`src/verilog/ring_reader_cfg.svh`:
```
`ifndef RING_READER_CFG_SVH
`define RING_READER_CFG_SVH

// Width of one cache line read from the host ring
`define RR_LINE_BITS 64

// Width of a line address in host memory
`define RR_ADDR_BITS 32

// Ring index width, which gives a ring of 16 lines
`define RR_RING_IDX_BITS 4

// Reads that may be outstanding at once in the reorder scoreboard
`define RR_SB_ENTRIES 8

`endif

```
`src/verilog/mem_if_pkg.sv`:
```
`include "ring_reader_cfg.svh"

// ==================================================
// Host memory request and response types
// ==================================================

package mem_if_pkg;

    // One cache line of payload
    typedef logic [`RR_LINE_BITS-1:0] line_data_t;

    // Line address in host memory
    typedef logic [`RR_ADDR_BITS-1:0] line_addr_t;

    // The reorder tag must be able to name every scoreboard slot
    localparam int ROB_TAG_BITS = $clog2(`RR_SB_ENTRIES);

    // Metadata sent with each read request.  Memory hands the same
    // value back with the response, so the tag tells where the line
    // belongs and is_header marks traffic owned by another client
    typedef struct packed {
        logic                    is_header;
        logic [ROB_TAG_BITS-1:0] rob_tag;
    } read_mdata_t;

endpackage

```
`src/verilog/ring_pkg.sv`:
```
`include "ring_reader_cfg.svh"

// ==================================================
// Ring and scoreboard bookkeeping types
// ==================================================

package ring_pkg;

    // Slot index in the host ring.  The ring is a power of two long,
    // so the index wraps from the last slot to the first on its own
    typedef logic [`RR_RING_IDX_BITS-1:0] ring_idx_t;

    // Slot index in the reorder scoreboard
    localparam int SB_IDX_BITS = $clog2(`RR_SB_ENTRIES);
    typedef logic [SB_IDX_BITS-1:0] sb_idx_t;

endpackage

```
`src/verilog/ring_read_requester.sv`:
```
`timescale 1ns/1ps
`include "ring_reader_cfg.svh"

module ring_read_requester
(
    input  logic                    clk,
    input  logic                    reset_n,
    input  mem_if_pkg::line_addr_t  ring_base,
    input  ring_pkg::ring_idx_t     newest_idx,
    input  logic                    sb_slot_free,
    input  ring_pkg::sb_idx_t       sb_slot_idx,
    input  logic                    read_grant,
    output logic                    read_req,
    output mem_if_pkg::line_addr_t  read_addr,
    output mem_if_pkg::read_mdata_t read_mdata
);

    import mem_if_pkg::*;
    import ring_pkg::*;

    // Index of the next ring slot to be read
    ring_idx_t next_idx;

    // The ring index zero-extended to the width of an address
    line_addr_t ring_offset;

    // ==================================================
    // Request generation
    // ==================================================

    // Ask for a line while the host has published slots that have not
    // been requested yet and the scoreboard has a slot to hold the reply
    assign read_req = (next_idx != newest_idx) && sb_slot_free;

    assign ring_offset = {{(`RR_ADDR_BITS - `RR_RING_IDX_BITS){1'b0}}, next_idx};

    // Adding the offset rather than replacing low address bits means the
    // ring does not have to be aligned to its own size in host memory
    assign read_addr = ring_base + ring_offset;

    always_comb
    begin
        // Every request from this block is a data read.  The slot the
        // scoreboard offers now is the one a grant will allocate
        read_mdata           = '0;
        read_mdata.is_header = 1'b0;
        read_mdata.rob_tag   = sb_slot_idx;
    end

    // ==================================================
    // Next-request index
    // ==================================================

    // A grant accepts the request in the same cycle, so the index moves
    // on at the edge that ends the granted cycle
    always_ff @(posedge clk)
    begin
        if (!reset_n)
        begin
            next_idx <= '0;
        end
        else if (read_grant)
        begin
            // Wraps past the last ring slot
            next_idx <= next_idx + 1'b1;
        end
    end

endmodule

```
`src/verilog/reorder_scoreboard.sv`:
```
`timescale 1ns/1ps
`include "ring_reader_cfg.svh"

module reorder_scoreboard
#(
    // Payload held in each slot.  Other response types can be reordered
    // by the same block
    parameter type payload_t = mem_if_pkg::line_data_t
)
(
    input  logic              clk,
    input  logic              reset_n,

    // Allocation, in request order
    input  logic              alloc_en,
    output logic              slot_free,
    output ring_pkg::sb_idx_t slot_idx,

    // Fill, in any order
    input  logic              fill_en,
    input  ring_pkg::sb_idx_t fill_idx,
    input  payload_t          fill_data,

    // Release, in allocation order
    input  logic              deq_en,
    output logic              head_valid,
    output payload_t          head_data
);

    import ring_pkg::*;

    localparam int N_ENTRIES = `RR_SB_ENTRIES;
    localparam int CNT_BITS  = $clog2(N_ENTRIES + 1);

    typedef logic [CNT_BITS-1:0] count_t;

    localparam count_t FULL_COUNT = count_t'(N_ENTRIES);

    // Next slot handed out to a request
    sb_idx_t alloc_ptr;

    // Oldest allocated slot, the head of the buffer
    sb_idx_t rel_ptr;

    // Slots allocated and not yet released
    count_t  count;

    // Set once the response for a slot has been written
    logic [N_ENTRIES-1:0] filled;

    // Response storage, indexed by slot
    payload_t slot_data [N_ENTRIES];

    // ==================================================
    // Status toward requester and output queue
    // ==================================================

    assign slot_free = (count != FULL_COUNT);
    assign slot_idx  = alloc_ptr;

    // The head may leave only when its own response has arrived,
    // even if younger slots were filled earlier
    assign head_valid = filled[rel_ptr];
    assign head_data  = slot_data[rel_ptr];

    // ==================================================
    // Pointers and occupancy
    // ==================================================

    always_ff @(posedge clk)
    begin
        if (!reset_n)
        begin
            alloc_ptr <= '0;
            rel_ptr   <= '0;
            count     <= '0;
        end
        else
        begin
            // Slot depth is a power of two, so the pointers wrap by themselves
            if (alloc_en)
            begin
                alloc_ptr <= alloc_ptr + 1'b1;
            end

            if (deq_en)
            begin
                rel_ptr <= rel_ptr + 1'b1;
            end

            // Allocate and release in the same cycle leave the count alone
            case ({alloc_en, deq_en})
                2'b10:   count <= count + 1'b1;
                2'b01:   count <= count - 1'b1;
                default: count <= count;
            endcase
        end
    end

    // ==================================================
    // Fill tracking and storage
    // ==================================================

    // A fill at one edge shows as a valid slot after that edge.  A slot
    // being released is already filled, so fill and release never touch
    // the same bit in one cycle
    always_ff @(posedge clk)
    begin
        if (!reset_n)
        begin
            filled <= '0;
        end
        else
        begin
            if (fill_en)
            begin
                filled[fill_idx] <= 1'b1;
            end

            if (deq_en)
            begin
                filled[rel_ptr] <= 1'b0;
            end
        end
    end

    always_ff @(posedge clk)
    begin
        if (fill_en)
        begin
            slot_data[fill_idx] <= fill_data;
        end
    end

endmodule

```
`src/verilog/line_out_queue.sv`:
```
`timescale 1ns/1ps
`include "ring_reader_cfg.svh"

module line_out_queue
(
    input  logic                   clk,
    input  logic                   reset_n,
    input  logic                   head_valid,
    input  mem_if_pkg::line_data_t head_data,
    output logic                   deq_head,
    output mem_if_pkg::line_data_t out_data,
    output logic                   out_valid,
    input  logic                   out_enable,
    output ring_pkg::ring_idx_t    oldest_idx
);

    import mem_if_pkg::*;

    // Two registered entries keep the client side off the scoreboard paths
    line_data_t entry [2];
    logic       wr_sel;
    logic       rd_sel;
    logic [1:0] fill_count;

    // ==================================================
    // FIFO control
    // ==================================================

    // Pull from the scoreboard whenever a line is ready and there is room
    assign deq_head  = head_valid && !fill_count[1];
    assign out_valid = (fill_count != 2'd0);
    assign out_data  = entry[rd_sel];

    always_ff @(posedge clk)
    begin
        if (!reset_n)
        begin
            wr_sel     <= 1'b0;
            rd_sel     <= 1'b0;
            fill_count <= 2'd0;
            oldest_idx <= '0;
        end
        else
        begin
            if (deq_head)
            begin
                wr_sel <= ~wr_sel;

                // Lines leave the scoreboard in ring order, so counting them
                // here tracks the oldest slot the host may not yet reuse
                oldest_idx <= oldest_idx + `RR_RING_IDX_BITS'(1);
            end

            if (out_enable)
            begin
                rd_sel <= ~rd_sel;
            end

            // Push and pop together keep the level
            case ({deq_head, out_enable})
                2'b10:   fill_count <= fill_count + 2'd1;
                2'b01:   fill_count <= fill_count - 2'd1;
                default: fill_count <= fill_count;
            endcase
        end
    end

    always_ff @(posedge clk)
    begin
        if (deq_head)
        begin
            entry[wr_sel] <= head_data;
        end
    end

endmodule

```
`src/verilog/ring_reader.sv`:
```
`timescale 1ns/1ps
`include "ring_reader_cfg.svh"

module ring_reader
(
    input  logic                    clk,
    input  logic                    reset_n,

    // Read requests toward host memory
    output logic                    read_req,
    output mem_if_pkg::line_addr_t  read_addr,
    output mem_if_pkg::read_mdata_t read_mdata,
    input  logic                    read_grant,

    // Read responses from host memory
    input  logic                    rsp_valid,
    input  mem_if_pkg::read_mdata_t rsp_mdata,
    input  mem_if_pkg::line_data_t  rsp_data,

    // FPGA-side client
    output mem_if_pkg::line_data_t  out_data,
    output logic                    out_valid,
    input  logic                    out_enable,

    // Ring indices exchanged with the host status path
    input  ring_pkg::ring_idx_t     newest_idx,
    output ring_pkg::ring_idx_t     oldest_idx,
    input  mem_if_pkg::line_addr_t  ring_base
);

    import mem_if_pkg::*;
    import ring_pkg::*;

    logic       sb_slot_free;
    sb_idx_t    sb_slot_idx;
    logic       sb_head_valid;
    line_data_t sb_head_data;
    logic       deq_en;
    logic       fill_en;

    // Responses flagged as header traffic belong to another client
    assign fill_en = rsp_valid && !rsp_mdata.is_header;

    // ==================================================
    // Requester, scoreboard and output queue
    // ==================================================

    ring_read_requester requester0
    (
        .clk          (clk),
        .reset_n      (reset_n),
        .ring_base    (ring_base),
        .newest_idx   (newest_idx),
        .sb_slot_free (sb_slot_free),
        .sb_slot_idx  (sb_slot_idx),
        .read_grant   (read_grant),
        .read_req     (read_req),
        .read_addr    (read_addr),
        .read_mdata   (read_mdata)
    );

    // The grant also allocates the slot that was offered in the request tag
    reorder_scoreboard #(.payload_t(line_data_t)) scoreboard0
    (
        .clk        (clk),
        .reset_n    (reset_n),
        .alloc_en   (read_grant),
        .slot_free  (sb_slot_free),
        .slot_idx   (sb_slot_idx),
        .fill_en    (fill_en),
        .fill_idx   (sb_idx_t'(rsp_mdata.rob_tag)),
        .fill_data  (rsp_data),
        .deq_en     (deq_en),
        .head_valid (sb_head_valid),
        .head_data  (sb_head_data)
    );

    line_out_queue out_queue0
    (
        .clk        (clk),
        .reset_n    (reset_n),
        .head_valid (sb_head_valid),
        .head_data  (sb_head_data),
        .deq_head   (deq_en),
        .out_data   (out_data),
        .out_valid  (out_valid),
        .out_enable (out_enable),
        .oldest_idx (oldest_idx)
    );

endmodule

```
`config.mk`:
```
export PLATFORM = sky130hd
export DESIGN_NAME = ring_reader
export DESIGN_NICKNAME = d
export VERILOG_FILES = /design/src/verilog/mem_if_pkg.sv /design/src/verilog/ring_pkg.sv /design/src/verilog/ring_read_requester.sv /design/src/verilog/reorder_scoreboard.sv /design/src/verilog/line_out_queue.sv /design/src/verilog/ring_reader.sv
export VERILOG_INCLUDE_DIRS = /design/src /design/src/verilog
export SDC_FILE = /design/constraint.sdc
export NUM_CORES = 1
export LEC_CHECK = 0
export ABC_AREA = 1
export BUFFER_PORTS_ARGS = -buffer_cell sky130_fd_sc_hd__buf_2
export CAP_MARGIN = 40
export CORE_MARGIN = 1
export CORE_UTILIZATION = 45
export CTS_CLUSTER_SIZE = 30
export DETAILED_ROUTE_END_ITERATION = 16
export PLACE_DENSITY = 0.71
export RECOVER_POWER = 100
export SYNTH_ARGS = -nofsm -noshare
export SYNTH_HDL_FRONTEND = slang
export SYNTH_SLANG_ARGS = --single-unit
```
`constraint.sdc`:
```
create_clock -name clk -period 5.3 [get_ports clk]
set_input_delay 0.53 -clock clk [delete_from_list [all_inputs] [get_ports clk]]
set_output_delay 0.53 -clock clk [all_outputs]
set_load 0.02 [all_outputs]
```
==> metrics.yaml, run 1 <==
setup_path:
  path_max_fanout: 30
  crit_chain: "inv_1 -> nand2_1 -> nand3_1 -> nand2_1 -> o21ai_0 -> nor2_1 -> clkbuf_1"
  cp.required_ns: 5.50
  end_kind: "register"
  worstSetupStartpointType: "register"
  critPathArrivalTime_ns: 4.32
  crit_family: "buffers and inverters"
  path_buf_inv: 2
  path_common_cell: "nand2_1"
  worst-setup-path-type: "register to register"
  r2r_setup_slack_ns: 1.18
  worst_path_max_delay_cell: "clkbuf_1"
  max_stage_delay_ns: 1.56
synth:
  synth-seq-cells: 674
  synth_edf_count: 640
  synth_fp_nets: 2210
  yosysWarnings: 0
  avgSynthCellArea_sq_um: 12.89
  ys.flop_type: "edfxtp_1"
  async_flop_share_pct: 0
  syn_area_sq_um: 26920
  ys_types: 36
  synth-seq-area-share_pct: 73.91
  netlist_instances: 2088
final_layout:
  finalNonFillerCells: 3107
  drive_gt1_share_pct: 9.626
  fillers: 4980
  nNetsFinal: 2404
  area_growth_pct: 13.11
  multi_input_area_sq_um: 6173
  fin_util_pct: 51.60
  seq_area_sq_um: 19910
status:
  violations: "max-capacitance violations, max-slew violations"
  run_status: "finished, violations left"
clocking:
  cts_buffers: 61
  cts_htree_levels: 2
  cts_hold_buffers: 0
  cts_resized: 0
  cts_tree: "built"
  clock_latency_ns: 0.62
  cts.sinks: 674
  clk_path_buf_depth: 3
  root_buffer: "clkbuf_16"
  clkTransAtPathRegs_ns: 0.07
  post-cts-setup-buffers: 0
route:
  drtAntennaViolNets: 0
  route.detailed.drc: 0
  routed_wl_um: 60760
  num_vias: 16900
  drt-pass1-iter-count: 6
  wl_per_cell_um: 19.56
  drt_iter0_drc: 1439
  routed_via_density: 5.438
floorplanning:
  initial_core_util_pct: 45.62
  core_sq_um: 59020
  die_h_um: 246.6
  die_area_sq_um: 60810
  pin_count: 215
  die_x_um: 246.6
  rows: 89
timing:
  hold_violations: 0
  setup_violations: 0
  relSlewSlack_pct: -89.21
  fin_tns_setup_ns: 0
  finClkSkew_ns: 0.01526
  slew_violations: 850
  fin_crit_sh_pct: 77.81
  rsz0062_at_grt: "no"
  fmax_mhz: 242.5
  worst_pin_slew_ns: 2.838
  min_period_ns: 4.124
placement:
  numPortBuffers: 213
  place_hpwl_um: 36030
  dp_cells: 2992
  routabilityCongestion: 0.8688
grt:
  grt_pass1_wl_um: 92290
  grt-ovfl-total: 0
  grt_max_degree: 201
  grt_pass1_vias: 16560
  antenna_found_initial: 13
  track_usage_pct: 19.68
pwr:
  ir_drop_mv: 0.2406
  total_power_mw: 12.54
  p_leak_nw: 10.24
  powerDensity_nw_per_um2: 411.8
job:
  maxCapViolCount: 21
worst_hold_path:
  hold_path_class: "primary input to register"
-- synthesized netlist by cell type (2+ instances only) --
cell type | count | area, sq um
a21oi_1 | 17 | 85.08
a31oi_1 | 64 | 400.4
buf_1 | 8 | 30.03
buf_2 | 23 | 115.1
buf_4 | 13 | 97.59
buf_6 | 8 | 90.09
clkbuf_1 | 57 | 214.0
clkbuf_2 | 2 | 10.01
clkinv_1 | 2 | 7.510
dfxtp_1 | 34 | 680.7
edfxtp_1 | 640 | 19220
ha_1 | 12 | 150.1
inv_1 | 71 | 266.5
inv_2 | 3 | 11.26
mux2_2 | 64 | 720.7
nand2_1 | 107 | 401.6
nand2_2 | 2 | 12.51
nand3_1 | 28 | 140.1
nand3b_1 | 3 | 22.52
nand4_1 | 5 | 31.28
nor2_1 | 535 | 2008
nor2_2 | 2 | 12.51
nor3_1 | 7 | 35.03
o21ai_0 | 272 | 1361
o22ai_1 | 64 | 400.4
xnor2_1 | 17 | 148.9
xor2_1 | 19 | 166.4
-- report_power, final --
part           switching, mW  total (mW)  leakage [nW]  internal, mW
Combinational           1.29        1.86          3.20         0.571
Sequential             0.138        6.30          6.06          6.16
Clock                   1.84        4.38         0.973          2.54
-- layout make-up --
type | instances | share of cell area [%]
clock buffer | 72 | 5.287
inverter | 76 | 0.9737
clock inverter | 36 | 1.274
sequential | 674 | 65.36
tap | 773 | 3.176
multi-input combinational | 1227 | 20.27
timing repair buffer | 242 | 3.599
antenna | 7 | 0.05752
-- placed cells by master (no fill, tap or decap), drive strengths merged, types with 3 or more instances in the layout --
cell | netlist | layout
xor2 | 19 | 19
a21oi | 17 | 17
edfxtp | 640 | 640
nor2 | 538 | 538
clkbuf | 59 | 248
mux2 | 64 | 64
nor3 | 7 | 7
nand3 | 28 | 28
nand4 | 5 | 5
clkinvlp | 0 | 5
nand3b | 3 | 3
inv | 74 | 74
o21ai | 275 | 275
buf | 52 | 66
clkinv | 2 | 25
bufinv | 0 | 8
xnor2 | 17 | 17
ha | 12 | 12
o22ai | 64 | 64
a31oi | 64 | 64
diode | 0 | 7
nand2 | 109 | 109
dfxtp | 34 | 34
-- routing by layer --
| layer | share of wire (%) | vias up | wire, um | GRT usage, % |
|---|---|---|---|---|
| met2 | 49 | 595 | 29960 | 32.91 |
| met1 | 42 | 8286 | 25290 | 25.86 |
| li1 | - | 7883 | - | - |
| met3 | 6.4 | 120 | 3912 | 3.464 |
| met5 | 0.12 | - | 71 | 0 |
| met4 | 2.5 | 12 | 1526 | 6.790 |
-- registers in the layout (all words and copies together) (netlist names), named ones only --
name / count
out_queue0.oldest_idx: 4
out_queue0.rd_sel: 1
scoreboard0.slot_data: 512
out_queue0.wr_sel: 1
requester0.next_idx: 4
out_queue0.entry: 128
scoreboard0.slot_idx: 3
out_queue0.fill_count: 2
scoreboard0.filled: 8
scoreboard0.rel_ptr: 3
scoreboard0.count: 4
-- logic make-up after synthesis --
group,share of synthesized area [%]
flops,73.91
fa+ha+maj,0.6320
simple gates,9.982
mux,2.677
buf+inv,3.128
xor+xnor,1.171
compound gates,8.490
other cells,0.01393
-- worst paths after layout --
kind / startpoint / end / cells after the start
worst min register to register: out_queue0.oldest_idx[3] / out_queue0.oldest_idx[3] / 2
worst max-delay path: scoreboard0.rel_ptr[0] / out_queue0.entry[0][42] / 7
worst max register to register: scoreboard0.rel_ptr[0] / out_queue0.entry[0][42] / 7
worst min-delay path: read_grant / requester0.next_idx[0] / 2
-- stage by stage --
step | hold WS (ns) | setup slack [ns] | cell area, sq um
2_1_floorplan | 0.4578 | 1.248 | 26920
3_3_place_gp | 0.4778 | 2.406 | 28720
3_5_place_dp | 0.4870 | 2.280 | 28930
4_1_cts | 0.1459 | 1.867 | 30930
5_1_grt | 0.2294 | 0.8877 | 30460
6_report | 0.2278 | 1.176 | 30460
Power figures use the tool's default switching activity.
==> run 2, diff against run 1 <==
Settings changed: ABC_AREA 1 to 0, PLACE_DENSITY 0.71 to 0.73.
Clock period 5.3 ns to 3.5 ns, I/O delays scaled along.
==> metrics.yaml, run 2 <==
synth:
  yosys.area_share.simple_pct: 2.653
  async_flop_share_pct: 0
  synth_fp_nets: 1345
  synth.most_common_cell: "edfxtp_1"
  synth_top_area_cell: "edfxtp_1"
  synth_area_leaders: "edfxtp_1 73%, mux4_2 11%, mux2_2 5.5%, dfxtp_1 2.6%, xor2_1 1.1%"
  synth_top_family_by_area: "multiplexers"
  synth-seq-cells: 674
  yosys.area_share.adder_pct: 0.6500
  synth_compound_area_share_pct: 0.9751
  synth-seq-area-share_pct: 76.02
  yosysTopAreaCellShare_pct: 73.42
  yosys-top-cells-count: "640 x edfxtp_1, 129 x mux2_2, 128 x mux4_2, 34 x dfxtp_1, 33 x xor2_1"
  synthXorXnorAreaFrac_pct: 1.472
  ys_types: 55
  ys.flop_type: "edfxtp_1"
  avgSynthCellArea_sq_um: 21.40
  synth_edf_count: 640
  yosysWarnings: 0
  syn_area_sq_um: 26180
  netlist_instances: 1223
  synth_mux_area_share_pct: 17.15
clocking:
  cts_htree_levels: 3
  clock_latency_ns: 0.59
  clkTransAtPathRegs_ns: 0.06
  cts_buffers: 70
  cts.sinks: 674
  root_buffer: "clkbuf_16"
  clk_path_buf_depth: 3
  cts_tree: "built"
route:
  route.detailed.drc: 0
  drt_iter0_drc: 940
  drtAntennaViolNets: 0
  drt-pass1-iter-count: 6
  num_vias: 12720
  routed_wl_um: 53040
  wl_per_cell_um: 22.76
  routed_via_density: 5.458
setup_path:
  path_max_fanout: 40
  worst-setup-path-type: "register to primary output"
  reg2reg_depth: 6
  r2r_setup_slack_ns: 0.26
  critPathArrivalTime_ns: 2.99
  cp.required_ns: 3.15
  end_kind: "primary output"
  worstSetupStartpointType: "register"
grt:
  grt_pass1_wl_um: 80330
  antenna_found_initial: 5
  grt-ovfl-total: 0
  grt_pass1_vias: 13490
  track_usage_pct: 18.19
  grt_max_degree: 66
timing:
  min_period_ns: 3.337
  worst_pin_slew_ns: 2.426
  relSlewSlack_pct: -61.72
  setup_violations: 0
  timing.hold.ws_ns: 0.06280
  rsz0062_at_grt: "no"
  hold_violations: 0
  fin_ws_ns: 0.1627
  slew_violations: 332
  fin_crit_sh_pct: 95.35
  finClkSkew_ns: 0.01503
  fmax_mhz: 299.6
final_layout:
  regMostFlops: "scoreboard0.slot_data"
  fin_util_pct: 52.89
  largest_registers: "scoreboard0.slot_data: 512 flops, out_queue0.entry: 128 flops, scoreboard0.filled: 8 flops"
  nNetsFinal: 1634
  layout_common_cells: "640 x edfxtp_1, 143 x clkbuf_1, 128 x mux4_2"
  layout.cells.most_common: "edfxtp_1"
  drive_gt1_share_pct: 27.83
  fin_area_sq_um: 30450
  area_growth_pct: 16.34
  largest_reg_flops: 512
floorplanning:
  die_h_um: 243.2
  rows: 88
  pin_count: 215
  die_x_um: 243.2
  initial_core_util_pct: 45.46
  die_area_sq_um: 59140
  core_sq_um: 57590
job:
  maxCapViolCount: 8
worst_hold_path:
  hold_path_class: "primary input to register"
  whs_path_depth: 3
pwr:
  powerDensity_nw_per_um2: 549.9
  p_leak_nw: 9.639
  ir_drop_mv: 0.4398
  total_power_mw: 16.75
status:
  run_status: "finished, violations left"
  violations: "max-capacitance violations, max-slew violations"
placement:
  routabilityCongestion: 0.9215
  placed_cell_area_sq_um: 28530
  pre_cts_slack_ns: 0.5576
  place_hpwl_um: 30130
  numPortBuffers: 213
-- run 2: cell count changes in the layout (fill, tap and decap cells not counted), sizes merged, moves of 64 or more --
cell   change
nor2     -517
o21ai    -263
o22ai     -64
mux2      +68
mux4     +128
nand2     -83
-- run 2: logic make-up after synthesis --
group / after synthesis
DFF: 674
adders and majority gates: 13
xor gates and xnor gates: 44
muxes: 272
AOI/OAI and AO/OA: 39
and+or+nand+nor: 116
other: 1
buffers and inverters: 64
-- run 2: routing by layer --
metal / global-route usage, % / wire length, um / part of all wire (%)
met5: 0 / 35 / 0.066
met4: 4.957 / 1149 / 2.2
met3: 4.511 / 3102 / 5.8
met2: 30.57 / 26960 / 51
met1: 23.54 / 21790 / 41
-- run 2: through the flow --
step                cells  setup TNS (ns)
floorplan            1223          -67.16
global placement     2180               0
detailed placement   2180               0
CTS                  2328               0
global route         2329               0
finish               2330               0
-- run 2: worst paths after layout --
path | startpoint | end
worst max register to register | scoreboard0.rel_ptr[0] | out_queue0.entry[0][48]
worst max-delay path | register | out_data[18]
worst min register to register | out_queue0.oldest_idx[3] | out_queue0.oldest_idx[3]
worst min-delay path | out_enable | register
-- run 2: what timing repair did --
action                                  in CTS  in global routing
hold buffers                                25                  0
buffers inserted                             0                  0
resized for setup                            0                  2
endpoints found under the hold margin      156                  0
endpoints found under the setup margin       0                  3
-- run 2: power by group --
part	internal, mW	switching (mW)
logic	0.290	0.436
clock network	4.03	2.94
registers	8.97	0.0789
-- run 2: final cells by class --
type | instances | area (sq um)
fillers | 4502 | 27130
flip-flops and latches | 674 | 19910
multi-input cells | 485 | 6008
clock buffers | 88 | 1914
repair buffers | 273 | 1396
well taps | 765 | 957.2
clock inverters | 35 | 236.5
inverters | 8 | 30.03
diodes | 2 | 5.005
-- run 2: critical path: stages (launching register included) --
cell and delay, ns:
dfxtp_2 1.24, buf_2 0.54, mux2_2 0.39, clkbuf_2 0.16
